`src/hdl/l2_pkg.sv`:
```
package l2_pkg;

   // geometry
   localparam int ADDR_WIDTH   = 32;
   localparam int LINE_BYTES   = 16;
   localparam int LINE_WIDTH   = LINE_BYTES * 8;
   localparam int OFFSET_WIDTH = 4;
   localparam int INDEX_WIDTH  = 4;
   localparam int NUM_SETS     = 2 ** INDEX_WIDTH;
   localparam int NUM_WAYS     = 4;
   localparam int LOG_WAYS     = 2;
   localparam int TAG_WIDTH    = ADDR_WIDTH - INDEX_WIDTH - OFFSET_WIDTH;
   localparam int ID_WIDTH     = 8;

   typedef logic [LINE_WIDTH-1:0]   line_t;
   typedef logic [LINE_BYTES-1:0]   strb_t;
   typedef logic [TAG_WIDTH-1:0]    tag_t;
   typedef logic [INDEX_WIDTH-1:0]  index_t;
   typedef logic [LOG_WAYS-1:0]     way_t;
   typedef logic [ID_WIDTH-1:0]     id_t;

   typedef struct packed {
      tag_t                    tag;
      index_t                  index;
      logic [OFFSET_WIDTH-1:0] offset;
   } addr_t;

   // 0 is the next victim, NUM_WAYS-1 the most recent
   typedef logic [LOG_WAYS-1:0] rank_t;

   typedef enum logic {INVALID, VALID} line_state_t;

   typedef struct packed {
      line_state_t state;
      tag_t        tag;
      logic        dirty;
      rank_t       rank;
   } tag_way_t;

   typedef tag_way_t [NUM_WAYS-1:0] tag_entry_t;

   // data array address as set then way
   typedef struct packed {
      index_t index;
      way_t   way;
   } data_addr_t;

   typedef struct packed {
      logic  is_write;
      id_t   id;
      addr_t addr;
      line_t wdata;
      strb_t wstrb;
   } core_req_t;

   typedef struct packed {
      logic  is_write;
      id_t   id;
      line_t rdata;
   } core_resp_t;

   typedef struct packed {
      logic  is_write;
      addr_t addr;
      line_t wdata;
   } mem_req_t;

endpackage

```
`src/hdl/l2_tag_array.sv`:
```
`timescale 1ns/1ns

module l2_tag_array (
   input  logic               clk,
   input  logic               rstn,

   input  logic               i_ren,
   input  l2_pkg::index_t     i_rindex,

   input  logic               i_wen,
   input  l2_pkg::index_t     i_windex,
   input  l2_pkg::tag_entry_t i_wentry,

   output l2_pkg::tag_entry_t o_rentry
);
   import l2_pkg::*;

   tag_entry_t mem [NUM_SETS];
   tag_entry_t rd_q;
   tag_entry_t byp_q;
   logic       collide_q;

   always_ff @(posedge clk) begin
      if (i_wen) begin
         mem[i_windex] <= i_wentry;
      end
      if (i_ren) begin
         rd_q  <= mem[i_rindex];
         byp_q <= i_wentry;
      end
   end

   // remember a same-cycle write to the index being read
   always_ff @(posedge clk) begin
      if (!rstn) begin
         collide_q <= 1'b0;
      end else if (i_ren) begin
         collide_q <= i_wen && (i_windex == i_rindex);
      end
   end

   // write-first view
   assign o_rentry = collide_q ? byp_q : rd_q;

endmodule

```
`config.mk`:
```
export PLATFORM = sky130hd
export DESIGN_NAME = l2_tag_array
export DESIGN_NICKNAME = d
export VERILOG_FILES = /design/src/hdl/l2_pkg.sv /design/src/hdl/l2_tag_array.sv
export SDC_FILE = /design/constraint.sdc
export NUM_CORES = 1
export LEC_CHECK = 0
export BUFFER_PORTS_ARGS = -buffer_cell sky130_fd_sc_hd__buf_2
export CELL_PAD_IN_SITES_DETAIL_PLACEMENT = 0
export CELL_PAD_IN_SITES_GLOBAL_PLACEMENT = 1
export CORE_MARGIN = 4
export CORE_UTILIZATION = 59
export DETAILED_ROUTE_END_ITERATION = 12
export PLACE_DENSITY_LB_ADDON = 0.1
export SLEW_MARGIN = 10
export SYNTH_ARGS = -nofsm -noshare
export SYNTH_HDL_FRONTEND = slang
export SYNTH_SLANG_ARGS = --single-unit
```
`constraint.sdc`:
```
create_clock -name clk -period 30.1 [get_ports clk]
set_input_delay 4.515 -clock clk [delete_from_list [all_inputs] [get_ports clk]]
set_output_delay 4.515 -clock clk [all_outputs]
set_load 0.03 [all_outputs]
```
==> out/results.tsv <==
metric	value	unit
cts_resized	0	
holdWs	739	ps
num_rows	131	
seqCellArea	60600	um^2
syn-cell-area	76200	um^2
dp_cells	5419	
grt_max_degree	133	
grt_setup_unrepaired	false	
setup_tns	0	ps
ant_nets	0	
grt_antenna_before_repair	18	
num-fill-cells	8223	
dp_hpwl	79800	um
fmax	130	MHz
initial_utilization	59.5	%
multiInputGateArea	14700	um^2
finalHoldViolations	0	
nets	4010	
die_height	367	um
critical_path_depth	3	
clk_pin_slew_worst_paths	60	ps
dpl-instance-area	79200	um^2
path_buf_inv	2	
overflow	0	
holdPathStages	3	
crit_required	25590	ps
vdd_drop_max	0.0606	mV
cts_buffer_depth	3	
io_pins	236	
relSlewSlack	20.4	%
tightest_slew	1190	ps
fin_crit	7680	ps
ctsHoldBuffers	0	
clock-root-buffer	clkbuf_16	
fp.dieW	367	um
fin_area	85200	um^2
place_congestion	0.705	
p_total	5.78	mW
critPathCaptureType	primary output	
cts_num_sinks	2017	
drc	0	
hold_path.class	reg -> reg	
ys_warn_count	0	
cts_tree	yes	
slowest_delay	780	ps
ys_ff_latch	2017	
grt_pass1_wl	253000	um
instances_no_fill	5771	
drv_slew	0	
synthCells	3602	
viasPerCell	6.38	
slowest_stage	buf_4	
leakage	28.4	nW
wl_per_cell	30.0	um
syn_nets	3726	
clock_latency	800	ps
htreeDepth	4	
fin_util	66.5	%
place_ws	21680	ps
critPathArrivalTime	3170	ps
grtUsageTotal	25.8	%
crit_family	buffers and inverters	
io_buffer_count	235	
setup_violations	0	
startpoint_type	flip-flop	
cp_max_fo	40	
drtPass1Iterations	6	
layout_common_cells	edfxtp_1, mux2i_1, a22oi_1	
path_cells	buf_4, mux2_2, buf_2	
synth.yosys.seq_area_share	79.5	%
final_common_cell	edfxtp_1	
drive_gt1_share	22.7	%
status	completed	
r2r_slack	28260	ps
core_area	128000	um^2
drv_cap	0	
avgSynthCellArea	21.2	um^2
cts_buffers	194	
grt_pass1_vias	38211	
fin_skew	20.9	ps
die_area	135000	um^2
postLayoutSetupSlackWorst	22420	ps
cts_setup_buffers	0	
drtIter0Drc	3924	
vias	36840	
wirelength	173000	um
min_period_over_period	25.5	%
path_class	reg -> out	
syn_to_final_growth	11.7	%
synth_cell_type_count	25	
powerDensity	67.9	nW/um^2
rr_worst_depth	3	
[logic make-up after synthesis]
logic type | count (synthesis) | share of synthesized area [%]
compound gates | 337 | 3.32
xor+xnor | 4 | 0.0460
buf+inv | 202 | 1.51
flops | 2017 | 79.5
mux | 784 | 14.2
simple gates | 258 | 1.51
[worst paths after layout]
path | from | to
worst min-delay path | mem[0][38] | rd_q[38]
worst max-delay path | collide_q | o_rentry[47]
worst min register to register | mem[0][38] | rd_q[38]
worst max register to register | collide_q | collide_q
[worst min-delay path, delay by kind of cell (launching register included)]
kind             cells  cell delay, ps
AO/OA/AOI/OAI        1              60
flip-flops           1             310
multiplexers         1             220
AND/OR/NAND/NOR      1              60
[registers in the layout, summed over array words and instances, names as in the netlist]
| name | count |
|---|---|
| mem | 1792 |
| byp_q | 112 |
| rd_q | 112 |
| collide_q | 1 |
[synthesized netlist by cell type, drive strengths merged]
master	number	share of area (%)
nand3b	2	0.020
edfxtp	2016	79
nand3	113	0.74
mux4	224	6.6
nor3	5	0.033
a21boi	1	0.0099
and2b	1	0.0099
nand4	1	0.0082
a22oi	336	3.3
clkbuf	59	0.29
nor2	15	0.074
buf	143	1.2
nor2b	3	0.025
mux2i	448	5.9
nand2b	3	0.025
nand2	113	0.56
or3b	1	0.011
and2	1	0.0082
mux2	112	1.7
xor2	3	0.034
dfxtp	1	0.026
xnor2	1	0.011
[layer usage]
metal / GRT usage [%] / vias up / routed length, um
met1: 36.9 / 19547 / 71700
met2: 41.9 / 1531 / 85000
met5: 0 / - / 58
met3: 4.68 / 247 / 13100
met4: 6.75 / 8 / 3440
li1: - / 15507 / -
[cell type report]
| class | instances | area share, % |
|---|---|---|
| tap | 1729 | 2.54 |
| multi-input combinational | 1383 | 17.2 |
| clock buffer | 245 | 6.08 |
| sequential | 2017 | 71.1 |
| clock inverter | 99 | 0.871 |
| antenna | 8 | 0.0235 |
| timing repair buffer | 290 | 2.15 |
[report_power, final]
| part | total, mW | internal (mW) | switching [mW] |
|---|---|---|---|
| logic | 0.316 | 0.106 | 0.209 |
| registers | 3.19 | 3.17 | 0.0200 |
| clock network | 2.27 | 1.29 | 0.984 |
| total | 5.78 | 4.57 | 1.21 |
(Power assumes the default switching activity.)
