### src/hdl/l2_pkg.sv
package l2_pkg;

   // geometry
   localparam int ADDR_WIDTH   = 32;
   localparam int LINE_BYTES   = 16;
   localparam int LINE_WIDTH   = LINE_BYTES * 8;
   localparam int OFFSET_WIDTH = 4;
   localparam int INDEX_WIDTH  = 4;
   localparam int NUM_SETS     = 2 ** INDEX_WIDTH;
   localparam int NUM_WAYS     = 4;
   localparam int LOG_WAYS     = 2;
   localparam int TAG_WIDTH    = ADDR_WIDTH - INDEX_WIDTH - OFFSET_WIDTH;
   localparam int ID_WIDTH     = 8;

   typedef logic [LINE_WIDTH-1:0]   line_t;
   typedef logic [LINE_BYTES-1:0]   strb_t;
   typedef logic [TAG_WIDTH-1:0]    tag_t;
   typedef logic [INDEX_WIDTH-1:0]  index_t;
   typedef logic [LOG_WAYS-1:0]     way_t;
   typedef logic [ID_WIDTH-1:0]     id_t;

   typedef struct packed {
      tag_t                    tag;
      index_t                  index;
      logic [OFFSET_WIDTH-1:0] offset;
   } addr_t;

   // 0 is the next victim, NUM_WAYS-1 the most recent
   typedef logic [LOG_WAYS-1:0] rank_t;

   typedef enum logic {INVALID, VALID} line_state_t;

   typedef struct packed {
      line_state_t state;
      tag_t        tag;
      logic        dirty;
      rank_t       rank;
   } tag_way_t;

   typedef tag_way_t [NUM_WAYS-1:0] tag_entry_t;

   // data array address as set then way
   typedef struct packed {
      index_t index;
      way_t   way;
   } data_addr_t;

   typedef struct packed {
      logic  is_write;
      id_t   id;
      addr_t addr;
      line_t wdata;
      strb_t wstrb;
   } core_req_t;

   typedef struct packed {
      logic  is_write;
      id_t   id;
      line_t rdata;
   } core_resp_t;

   typedef struct packed {
      logic  is_write;
      addr_t addr;
      line_t wdata;
   } mem_req_t;

endpackage

### src/hdl/l2_way_select.sv
`timescale 1ns/1ns

module l2_way_select (
   input  l2_pkg::tag_entry_t i_entry,
   input  l2_pkg::tag_t       i_tag,
   output logic               o_hit,
   output l2_pkg::way_t       o_way
);
   import l2_pkg::*;

   typedef struct packed {
      rank_t rank;
      way_t  way;
      logic  hit;
   } node_t;

   // heap layout with the root at 0 and leaves from NUM_WAYS-1
   node_t node [2*NUM_WAYS-1];

   for (genvar w = 0; w < NUM_WAYS; w++) begin : g_leaf
      assign node[NUM_WAYS-1+w].rank = i_entry[w].rank;
      assign node[NUM_WAYS-1+w].way  = way_t'(w);
      assign node[NUM_WAYS-1+w].hit  = (i_entry[w].state == VALID) &&
                                       (i_entry[w].tag == i_tag);
   end

   // a hit beats any rank, else the lower rank survives
   for (genvar n = 0; n < NUM_WAYS-1; n++) begin : g_node
      always_comb begin
         if (node[2*n+1].hit) begin
            node[n] = node[2*n+1];
         end else if (node[2*n+2].hit) begin
            node[n] = node[2*n+2];
         end else if (node[2*n+1].rank < node[2*n+2].rank) begin
            node[n] = node[2*n+1];
         end else begin
            node[n] = node[2*n+2];
         end
      end
   end

   assign o_hit = node[0].hit;
   assign o_way = node[0].way;

endmodule

### config.mk
export PLATFORM = sky130hd
export DESIGN_NAME = l2_way_select
export DESIGN_NICKNAME = d
export VERILOG_FILES = /design/src/hdl/l2_pkg.sv /design/src/hdl/l2_way_select.sv
export SDC_FILE = /design/constraint.sdc
export NUM_CORES = 1
export LEC_CHECK = 0
export BUFFER_PORTS_ARGS = -buffer_cell sky130_fd_sc_hd__buf_2
export CAP_MARGIN = 5
export CORE_ASPECT_RATIO = 1.4
export CORE_MARGIN = 4
export CORE_UTILIZATION = 44
export DETAILED_ROUTE_END_ITERATION = 16
export PLACE_DENSITY = 0.95
export SYNTH_ARGS = -nofsm -noshare
export SYNTH_HDL_FRONTEND = slang
export SYNTH_SLANG_ARGS = --single-unit
export TNS_END_PERCENT = 5
### constraint.sdc
create_clock -name vclk -period 5.18
set_input_delay 0 -clock vclk [all_inputs]
set_output_delay 0 -clock vclk [all_outputs]
set_load 0.01 [all_outputs]
==> summary.md <==
| Metric | Value |
|---|---|
| Max Clk Rate | `301.7 MHz` |
| Pins Over Slew Limit | `0` |
| DRC errors left | `0` |
| Fillers | `373` |
| First-pass GRT wire length | `10090 um` |
| Min Tclk post-route | `3.315 ns` |
| Sequential fraction of the synthesis area | `0` |
| Hold crit path type | `in -> out` |
| Worst Path Required | `5.18 ns` |
| Pwr dens | `86.39 mW/mm2` |
| Yosys cell types | `38` |
| Tot Pwr | `0.0002054 W` |
| Crit Path Class | `in -> out` |
| VDD IR-drop max | `0.06586 mV` |
| Critical Path AT | `3.31 ns` |
| Cell Rows | `26` |
| Syn. warnings | `0` |
| Post-CTS Hold Fix Bufs | `0` |
| Initial Util | `0.4526` |
| Synthesized area per cell | `7.362 um2` |
| Post-route ant nets | `0` |
| Slew headroom | `0.6664` |
| Largest net degree at the start of global routing | `6` |
| Placed wire-length estimate | `6305 um` |
| WL/cell | `17.12 um` |
| Critical path endpoint category | `primary output` |
| Final Net Count | `502` |
| Total Wirelength | `6864 um` |
| Die X | `59.74 um` |
| Setup violations, final | `0` |
| Crit start category | `input pin` |
| Max-cap viol count | `0` |
| M3 GR Usage | `0.01447` |
| Placer Congestion | `0.9608` |
| PortBufs | `135` |
| TritonRoute pass-1 iters | `4` |
| Setup tns final | `0 ns` |
| Tightest Pin Transition | `0.4935 ns` |
| CTS resizes | `0` |
| DR vias/cell | `5.499` |
| Num sequential | `0` |
| P_leak | `1.097 nW` |
| GR Util met2 | `0.5097` |
| Congestion Overflow GR | `0` |
| Met1 GRT Util | `0.3113` |
| Setup repair bufs after CTS | `0` |
| CLK BUF | `0` |
| Via Count | `2205` |
| Initial antenna violation count | `0` |
| Register area | `0 um2` |
| ANT cells | `0` |
| Number of global-route vias before repair | `2225` |
| Final-report hold violation count | `0` |
| Syn-to-layout area delta | `44.16%` |
| Post-Syn Nets | `365` |
| Period utilization | `0.6399` |
| Iter 0 DRT Violations | `137` |
| RSZ-0062 raised after global routing | `no` |
| Die Y-Extent | `80.44 um` |
| Global-route layer with the greatest usage | `met2` |
| Outcome | `finished, final reports clean` |
| Die ar. | `0.004805 mm2` |
| I/O pin count | `139` |
| Area of the mapped netlist | `0.001649 mm2` |
| Cells after synthesis | `224` |
| CP Max Fanout | `4` |
| Share of layout cells above drive strength 1 | `0.3900` |
| Total core area | `0.003643 mm2` |
| Gr usage total | `0.2731` |
[layout by cell type (no fill, tap or decap), drive strengths merged, types with 6 or more instances in the layout]
cell / n
nor2: 11
buf: 135
nor4: 22
xor2: 65
nand4: 12
inv: 6
or4: 7
xnor2: 31
nand2: 16
a21oi: 6
[worst max-delay path, stage by stage]
cell	delay, ns
buf_2	0.16
xor2_1	0.16
or4_1	0.55
or4_4	0.57
nor2_1	0.23
mux2i_1	0.21
a21oi_1	0.08
ha_1	0.21
nor3_1	0.34
or4b_1	0.49
o2111a_1	0.17
buf_2	0.14
[layer usage]
metal	part of all wire	vias to the layer above	routed length [um]
li1	-	1095	-
met3	0.072	25	496
met2	0.53	123	3671
met1	0.35	962	2401
met5	0	-	0
met4	0.043	0	294
[synth_stat cells (2+ instances only)]
library cell  instances  area [um2]
xnor2_1              31       271.5
nand4_1              12       75.07
xor2_1               65       569.3
nor4_1               21       131.4
nor3_1                5       25.02
ha_1                  5       62.56
or3_1                 2       12.51
or4b_1                2       20.02
mux2i_1               2       20.02
nand2_1              16       60.06
nor4b_1               2       17.52
a21oi_1               6       30.03
nor2_1               11       41.29
inv_1                 6       22.52
o21ai_0               4       20.02
o2111a_1              2       22.52
nand3_1               3       15.01
or3b_2                3       26.28
or4_1                 6       45.04
nand2b_1              2       12.51
[final cells by class]
cell class | count | area [um2] | area share
inverters | 6 | 22.52 | 0.009474
multi-input cells | 218 | 1627 | 0.6842
well taps | 42 | 52.55 | 0.02211
repair buffers | 135 | 675.6 | 0.2842
[final timing paths]
kind / endpoint / from / slack, ns / cells past startpoint
hold / removal: o_way[1] / i_entry[55] / 0.52 / 5
setup / recovery: o_way[0] / i_tag[9] / 1.87 / 12
[power breakdown]
group | internal, W | total (W) | switching (W) | leakage [nW]
Combinational | 0.0000961 | 0.000205 | 0.000109 | 1.10
Clock | 0 | 0 | 0 | 0
Sequential | 0 | 0 | 0 | 0
Total | 0.0000961 | 0.000205 | 0.000109 | 1.10
[cell families (layout without fill, tap and decap cells)]
family | count (synthesis) | count (layout) | synth area share
XOR/XNOR | 96 | 96 | 0.5099
AND/OR/NAND/NOR | 95 | 95 | 0.3460
AO/OA/AOI/OAI | 20 | 20 | 0.08043
buffers and inverters | 6 | 141 | 0.01366
adder cells (fa/ha/maj) | 5 | 5 | 0.03794
multiplexers | 2 | 2 | 0.01214
[stage by stage]
stage	worst slack, ns	std cells	area [um2]	utilization	hold slack [ns]
finish	1.865	401	2377	0.6525	0.5159
global route	1.740	401	2377	0.6525	0.5993
CTS	1.874	401	2377	0.6525	0.5044
detailed placement	1.890	401	2377	0.6525	0.5002
global placement	1.947	401	2377	0.6525	0.4974
floorplan	2.422	224	1649	-	0.3108
(Power assumes the default switching activity.)
