## config.mk

```make
export PLATFORM = sky130hd
export DESIGN_NAME = l2_controller
export DESIGN_NICKNAME = d
export VERILOG_FILES = /design/src/hdl/l2_pkg.sv /design/src/hdl/l2_controller.sv
export SDC_FILE = /design/constraint.sdc
export NUM_CORES = 1
export LEC_CHECK = 0
export ABC_AREA = 1
export BUFFER_PORTS_ARGS = -buffer_cell sky130_fd_sc_hd__buf_4
export CAP_MARGIN = 20
export CORE_AREA = 3 3 447 449
export DETAILED_ROUTE_END_ITERATION = 16
export DIE_AREA = 0 0 450 452
export PLACE_DENSITY_LB_ADDON = 0.3
export SYNTH_ARGS = -nofsm -noshare
export SYNTH_HDL_FRONTEND = slang
export SYNTH_SLANG_ARGS = --single-unit
```

## constraint.sdc

```tcl
create_clock -name clk -period 9.9 [get_ports clk]
set_input_delay 1.485 -clock clk [delete_from_list [all_inputs] [get_ports clk]]
set_output_delay 1.485 -clock clk [all_outputs]
set_load 0.1 [all_outputs]
```

## src/hdl/l2_pkg.sv

```systemverilog
package l2_pkg;

   // geometry
   localparam int ADDR_WIDTH   = 32;
   localparam int LINE_BYTES   = 16;
   localparam int LINE_WIDTH   = LINE_BYTES * 8;
   localparam int OFFSET_WIDTH = 4;
   localparam int INDEX_WIDTH  = 4;
   localparam int NUM_SETS     = 2 ** INDEX_WIDTH;
   localparam int NUM_WAYS     = 4;
   localparam int LOG_WAYS     = 2;
   localparam int TAG_WIDTH    = ADDR_WIDTH - INDEX_WIDTH - OFFSET_WIDTH;
   localparam int ID_WIDTH     = 8;

   typedef logic [LINE_WIDTH-1:0]   line_t;
   typedef logic [LINE_BYTES-1:0]   strb_t;
   typedef logic [TAG_WIDTH-1:0]    tag_t;
   typedef logic [INDEX_WIDTH-1:0]  index_t;
   typedef logic [LOG_WAYS-1:0]     way_t;
   typedef logic [ID_WIDTH-1:0]     id_t;

   typedef struct packed {
      tag_t                    tag;
      index_t                  index;
      logic [OFFSET_WIDTH-1:0] offset;
   } addr_t;

   // 0 is the next victim, NUM_WAYS-1 the most recent
   typedef logic [LOG_WAYS-1:0] rank_t;

   typedef enum logic {INVALID, VALID} line_state_t;

   typedef struct packed {
      line_state_t state;
      tag_t        tag;
      logic        dirty;
      rank_t       rank;
   } tag_way_t;

   typedef tag_way_t [NUM_WAYS-1:0] tag_entry_t;

   // data array address as set then way
   typedef struct packed {
      index_t index;
      way_t   way;
   } data_addr_t;

   typedef struct packed {
      logic  is_write;
      id_t   id;
      addr_t addr;
      line_t wdata;
      strb_t wstrb;
   } core_req_t;

   typedef struct packed {
      logic  is_write;
      id_t   id;
      line_t rdata;
   } core_resp_t;

   typedef struct packed {
      logic  is_write;
      addr_t addr;
      line_t wdata;
   } mem_req_t;

endpackage

```

## src/hdl/l2_controller.sv

```systemverilog
`timescale 1ns/1ns

module l2_controller (
   input  logic               clk,
   input  logic               rstn,

   input  logic               i_req_valid,
   input  l2_pkg::core_req_t  i_req,
   output logic               o_req_ready,

   output logic               o_resp_valid,
   output l2_pkg::core_resp_t o_resp,
   input  logic               i_resp_ready,

   output logic               o_mem_valid,
   output l2_pkg::mem_req_t   o_mem_req,
   input  logic               i_mem_ready,
   input  logic               i_mem_rvalid,
   input  l2_pkg::line_t      i_mem_rdata,

   output logic               o_tag_ren,
   output l2_pkg::index_t     o_tag_rindex,
   output logic               o_tag_wen,
   output l2_pkg::index_t     o_tag_windex,
   output l2_pkg::tag_entry_t o_tag_wentry,
   input  l2_pkg::tag_entry_t i_tag_entry,

   output l2_pkg::tag_t       o_lookup_tag,
   input  logic               i_hit,
   input  l2_pkg::way_t       i_way,

   output logic               o_data_en,
   output l2_pkg::data_addr_t o_data_addr,
   output l2_pkg::line_t      o_data_wdata,
   output l2_pkg::strb_t      o_data_wstrb,
   input  l2_pkg::line_t      i_data_rdata
);
   import l2_pkg::*;

   typedef enum logic [3:0] {
      S_INIT,
      S_IDLE,
      S_LOOKUP,
      S_HIT_ACCESS,
      S_VICT_RD,
      S_VICT_WR,
      S_REFILL_REQ,
      S_REFILL_WAIT,
      S_FILL,
      S_RESP
   } state_t;

   state_t     state;
   index_t     init_idx;
   core_req_t  req_q;
   line_t      fill_q;
   core_resp_t resp_q;
   logic       resp_valid;
   line_t      merged;
   logic       victim_dirty;
   addr_t      victim_addr;
   addr_t      refill_addr;

   // accessed way becomes most recent, ranks above it move down
   function automatic tag_entry_t promote(input tag_entry_t e, input way_t w);
      tag_entry_t r;
      r = e;
      for (int i = 0; i < NUM_WAYS; i++) begin
         if (i == int'(w)) begin
            r[i].rank = rank_t'(NUM_WAYS-1);
         end else if (e[i].rank > e[w].rank) begin
            r[i].rank = e[i].rank - 1'b1;
         end
      end
      return r;
   endfunction

   assign o_req_ready  = (state == S_IDLE);
   assign o_resp_valid = resp_valid;
   assign o_resp       = resp_q;

   // tag read goes out with the incoming request so the entry is ready in lookup
   assign o_tag_ren    = o_req_ready && i_req_valid;
   assign o_tag_rindex = i_req.addr.index;
   assign o_tag_windex = (state == S_INIT) ? init_idx : req_q.addr.index;
   assign o_lookup_tag = req_q.addr.tag;

   assign victim_dirty = (i_tag_entry[i_way].state == VALID) && i_tag_entry[i_way].dirty;

   always_comb begin
      victim_addr.tag    = i_tag_entry[i_way].tag;
      victim_addr.index  = req_q.addr.index;
      victim_addr.offset = '0;
      refill_addr        = req_q.addr;
      refill_addr.offset = '0;
   end

   // victim data sits on the array output until the next access
   assign o_mem_valid        = (state == S_VICT_WR) || (state == S_REFILL_REQ);
   assign o_mem_req.is_write = (state == S_VICT_WR);
   assign o_mem_req.addr     = (state == S_VICT_WR) ? victim_addr : refill_addr;
   assign o_mem_req.wdata    = i_data_rdata;

   // write bytes over the returned line
   always_comb begin
      for (int b = 0; b < LINE_BYTES; b++) begin
         if (req_q.is_write && req_q.wstrb[b]) begin
            merged[b*8 +: 8] = req_q.wdata[b*8 +: 8];
         end else begin
            merged[b*8 +: 8] = i_mem_rdata[b*8 +: 8];
         end
      end
   end

   always_comb begin
      o_tag_wen         = 1'b0;
      o_tag_wentry      = i_tag_entry;
      o_data_en         = 1'b0;
      o_data_addr.index = req_q.addr.index;
      o_data_addr.way   = i_way;
      o_data_wdata      = req_q.wdata;
      o_data_wstrb      = '0;
      case (state)
         S_INIT: begin
            o_tag_wen = 1'b1;
            for (int w = 0; w < NUM_WAYS; w++) begin
               o_tag_wentry[w].state = INVALID;
               o_tag_wentry[w].tag   = '0;
               o_tag_wentry[w].dirty = 1'b0;
               o_tag_wentry[w].rank  = rank_t'(w);
            end
         end
         S_HIT_ACCESS: begin
            o_data_en    = 1'b1;
            o_data_wstrb = req_q.is_write ? req_q.wstrb : '0;
            o_tag_wen    = 1'b1;
            o_tag_wentry = promote(i_tag_entry, i_way);
            if (req_q.is_write) begin
               o_tag_wentry[i_way].dirty = 1'b1;
            end
         end
         S_VICT_RD: begin
            o_data_en = 1'b1;
         end
         S_FILL: begin
            o_data_en    = 1'b1;
            o_data_wdata = fill_q;
            o_data_wstrb = '1;
            o_tag_wen    = 1'b1;
            o_tag_wentry = promote(i_tag_entry, i_way);
            o_tag_wentry[i_way].state = VALID;
            o_tag_wentry[i_way].tag   = req_q.addr.tag;
            o_tag_wentry[i_way].dirty = req_q.is_write;
         end
         default: begin
         end
      endcase
   end

   always_ff @(posedge clk) begin
      if (!rstn) begin
         state      <= S_INIT;
         init_idx   <= '0;
         resp_valid <= 1'b0;
      end else begin
         case (state)
            S_INIT: begin
               init_idx <= init_idx + 1'b1;
               if (init_idx == '1) begin
                  state <= S_IDLE;
               end
            end
            S_IDLE: begin
               if (i_req_valid) begin
                  state <= S_LOOKUP;
               end
            end
            S_LOOKUP: begin
               if (i_hit) begin
                  state <= S_HIT_ACCESS;
               end else if (victim_dirty) begin
                  state <= S_VICT_RD;
               end else begin
                  state <= S_REFILL_REQ;
               end
            end
            S_HIT_ACCESS:  state <= S_RESP;
            S_VICT_RD:     state <= S_VICT_WR;
            S_VICT_WR: begin
               if (i_mem_ready) begin
                  state <= S_REFILL_REQ;
               end
            end
            S_REFILL_REQ: begin
               if (i_mem_ready) begin
                  state <= S_REFILL_WAIT;
               end
            end
            S_REFILL_WAIT: begin
               if (i_mem_rvalid) begin
                  state <= S_FILL;
               end
            end
            S_FILL:        state <= S_RESP;
            S_RESP: begin
               // first cycle loads the response register
               if (!resp_valid) begin
                  resp_valid <= 1'b1;
               end else if (i_resp_ready) begin
                  resp_valid <= 1'b0;
                  state      <= S_IDLE;
               end
            end
            default:       state <= S_INIT;
         endcase
      end
   end

   always_ff @(posedge clk) begin
      if (o_req_ready && i_req_valid) begin
         req_q <= i_req;
      end
      if (state == S_REFILL_WAIT && i_mem_rvalid) begin
         fill_q <= merged;
      end
      if (state == S_RESP && !resp_valid) begin
         resp_q.is_write <= req_q.is_write;
         resp_q.id       <= req_q.id;
         resp_q.rdata    <= req_q.is_write ? '0 : i_data_rdata;
      end
   end

endmodule

```

==> insert_results.sql <==
INSERT INTO impl_metrics (metric_group, metric, value, unit) VALUES
('status', 'outcome', 'finished clean', ''),
('worst_setup_path', 'worst-setup-path-type', 'flop to output port', ''),
('global_route', 'groute.layer.met1.usage', '14.4', '%'),
('yosys', 'synth_seq_area_share', '62.2', '%'),
('hold_path', 'holdCritPathClass', 'flop to flop', ''),
('yosys', 'top_area_cells_in_the_synthesized_netlist', 'edfxtp_1 61%, o21ai_0 8.1%, nand2_1 7.8%', ''),
('yosys', 'yosysWarningCount', '0', ''),
('die', 'die_area', '203000', 'um^2'),
('clocking', 'cts.clk_slew.worst_paths', '0.06', 'ns'),
('power_and_ir_drop', 'clockPowerShare', '31.7', '%'),
('routing', 'avg_vias_per_cell', '3.36', ''),
('clocking', 'post-cts-setup-buffer-count', '0', ''),
('sta', 'slew-limit-headroom', '29.6', '%'),
('global_route', 'met3_routing_resource_usage_after_global_routing', '3.42', '%'),
('power_and_ir_drop', 'power_switching_share', '42.6', '%'),
('layout', 'final_nets', '3772', ''),
('routing', 'ant_nets', '0', ''),
('sta', 'final_min_period_over_clock_period', '66.0', '%'),
('power_and_ir_drop', 'power_density', '199', 'nW/um^2'),
('layout', 'final.fill_count', '22200', ''),
('sta', 'timing_worst_slew_pin_value', '1.05', 'ns'),
('sta', 'finalHoldWorstSlack', '0.420', 'ns'),
('yosys', 'synthDistinctLibCells', '35', ''),
('yosys', 'yosys.area.top_type', 'edfxtp_1', ''),
('yosys', 'synthCells', '2219', ''),
('die', 'placement_rows', '163', ''),
('power_and_ir_drop', 'internal_power', '3920', 'uW'),
('yosys', 'yosysTopAreaCellShare', '61.4', '%'),
('routing', 'routed_wire_length_per_instance', '26.1', 'um'),
('sta', 'report.final.slew_viol_count', '0', ''),
('sta', 'final_hold_viol_count', '0', ''),
('clocking', 'clockRootBuffer', 'clkbuf_16', ''),
('clocking', 'cts_buffer_depth', '3', ''),
('global_route', 'grt_use_total', '14.4', '%'),
('sta', 'setup-violations-final', '0', ''),
('die', 'io_pins', '1160', ''),
('clocking', 'hold_buffer_count_at_cts', '0', ''),
('placed_design', 'gp_congestion', '0.897', ''),
('routing', 'routed_wl', '154', 'mm'),
('placed_design', 'dpl.cell_count', '5781', ''),
('clocking', 'htree_levels', '2', ''),
('global_route', 'grt_overflow', '0', ''),
('power_and_ir_drop', 'comb_power_share', '35.3', '%'),
('layout', 'finish.utilization', '17.5', '%'),
('clocking', 'clock_insertion_delay_worst_skew', '0.67', 'ns'),
('routing', 'detail_route.first_pass.iterations', '6', ''),
('worst_setup_path', 'cp_data_arrival_time', '5.05', 'ns'),
('global_route', 'grt_start_max_net_pins', '118', ''),
('yosys', 'synth_enable_flop_cells', '446', ''),
('global_route', 'use_met2', '27.7', '%'),
('power_and_ir_drop', 'worst_ir_drop_vdd', '0.134', 'mV'),
('die', 'die_width', '450', 'um'),
('sta', 'fmax', '0.153', 'GHz'),
('die', 'core', '197000', 'um^2'),
('yosys', 'synth_ff_type', 'edfxtp_1', ''),
('global_route', 'grt_antenna_before_repair', '27', ''),
('worst_setup_path', 'worst_ep_required_time', '8.42', 'ns'),
('routing', 'drt_drc_violations_left', '0', ''),
('clocking', 'cts_tree', 'built', ''),
('sta', 'timing.setup.tns', '0', 'ns'),
('yosys', 'synth_seq_cells', '455', ''),
('yosys', 'syn_area', '21800', 'um^2'),
('worst_setup_path', 'crit_path_max_fanout', '104', ''),
('yosys', 'async_reset_ff_share', '0', '%'),
('routing', 'via_count', '19800', ''),
('yosys', 'synth.avg_cell_area', '9.83', 'um^2'),
('power_and_ir_drop', 'power.net_switching', '2900', 'uW'),
('sta', 'rsz0062_at_grt', 'no', ''),
('sta', 'finalClockSkew', '0.0181', 'ns'),
('flow_run', 'cap_violations', '0', ''),
('layout', 'drive_above_1_share', '39.9', '%');
-- cell usage after synthesis (2+ instances only) --
| library cell | instances |
|---|---|
| a41oi_1 | 5 |
| inv_1 | 351 |
| a32oi_1 | 2 |
| nor3_1 | 4 |
| nand2_2 | 3 |
| buf_2 | 40 |
| nand3_1 | 8 |
| dfxtp_1 | 9 |
| ha_1 | 9 |
| edfxtp_1 | 446 |
| a32o_1 | 4 |
| o21bai_1 | 2 |
| o21ai_1 | 33 |
| nand2_1 | 451 |
| o22ai_1 | 33 |
| clkbuf_1 | 48 |
| a22oi_1 | 20 |
| nor2_4 | 3 |
| a21oi_1 | 42 |
| o21ai_0 | 351 |
| nor2_1 | 158 |
| inv_2 | 7 |
| buf_1 | 5 |
| a31oi_1 | 2 |
| buf_4 | 172 |
| o21ai_2 | 2 |
-- layout make-up --
cell class	instances	area, um^2	area share [%]
Tap cell	2640	3300	9.61
Inverter	358	1350	3.93
Antenna cell	9	22.5	0.0656
Timing Repair Buffer	1184	8910	25.9
Clock buffer	72	1510	4.41
Sequential cell	455	13600	39.5
Clock inverter	36	373	1.09
Multi-Input combinational cell	1144	5310	15.4
-- layout by cell type, fill, tap and decap left out, types with 4 or more instances in the layout --
cell       count
a21oi_1       42
dfxtp_1        9
o21ai_0      351
a32o_1         4
clkinv_1      11
a22oi_1       20
nand3_1        8
ha_1           9
bufinv_16      6
a41oi_1        5
nor2_4         7
o22ai_1       33
clkinv_2      12
o21ai_4        4
conb_1         4
o21ai_1       31
buf_4       1182
inv_1        351
clkbuf_1      13
nor3_1         4
nand2_1      445
clkbuf_16     58
nor2_1       155
edfxtp_1     446
inv_2          6
nand2_2        9
diode_2        9
-- through the flow --
step	setup slack (ns)	instance area (um^2)	power (uW)
2_1_floorplan	0.995	21800	3900
3_3_place_gp	3.52	32400	4740
3_5_place_dp	3.51	32400	4740
4_1_cts	3.08	34300	6960
5_1_grt	2.98	34400	7080
6_report	3.36	34400	6820
-- power groups by stage --
| stage | clock (uW) | combinational [uW] | sequential (uW) |
|---|---|---|---|
| 2_1_floorplan | 0 | 1610 | 2290 |
| 3_3_place_gp | 0 | 2450 | 2290 |
| 3_5_place_dp | 0 | 2450 | 2290 |
| 4_1_cts | 2260 | 2450 | 2250 |
| 5_1_grt | 2320 | 2510 | 2250 |
| 6_report | 2160 | 2410 | 2250 |
-- worst max-delay path: stages, from the launching register on --
cell and delay (ns):
dfxtp_1 0.38, nor2_4 0.18, nand2_2 0.47, inv_8 0.56, buf_4 0.74, nand2_2 0.61, buf_4 0.41, o22ai_1 0.42
buf_4 0.43
-- routing by layer --
layer  vias to the layer above  wire [um]
li1                       9152          -
met1                      9714      52600
met2                       797      84900
met3                       174       8900
met4                         2       7480
met5                         -         13
-- kinds of logic (layout without fill, tap and decap cells) --
kind of cell / after synthesis / in the layout / share of synthesized area, %
DFF: 455 / 455 / 62.2
xor gates and xnor gates: 1 / 1 / 0.0401
other: 1 / 13 / 0.0172
buffers and inverters: 623 / 1650 / 13.9
adders and majority gates: 9 / 9 / 0.516
and+or+nand+nor: 630 / 630 / 11.1
AOI/OAI and AO/OA: 500 / 500 / 12.2
-- registers in the layout, summed over array words and instances, names as in the netlist --
signal,count
state,4
init_idx,4
o_resp_valid,1
o_data_addr,4
fill_q,128
o_resp,137
req_q,153
o_lookup_tag,24
-- final timing paths --
kind,start,to,slack (ns),cells past startpoint
setup / recovery,state[0],o_tag_wentry[68],3.36,8
hold / removal,req_q[179],o_resp[131],0.42,0
setup reg to reg,state[0],req_q[8],6.63,7
hold reg to reg,req_q[179],o_resp[131],0.42,0
No activity file was read; power rests on OpenSTA's default activity.
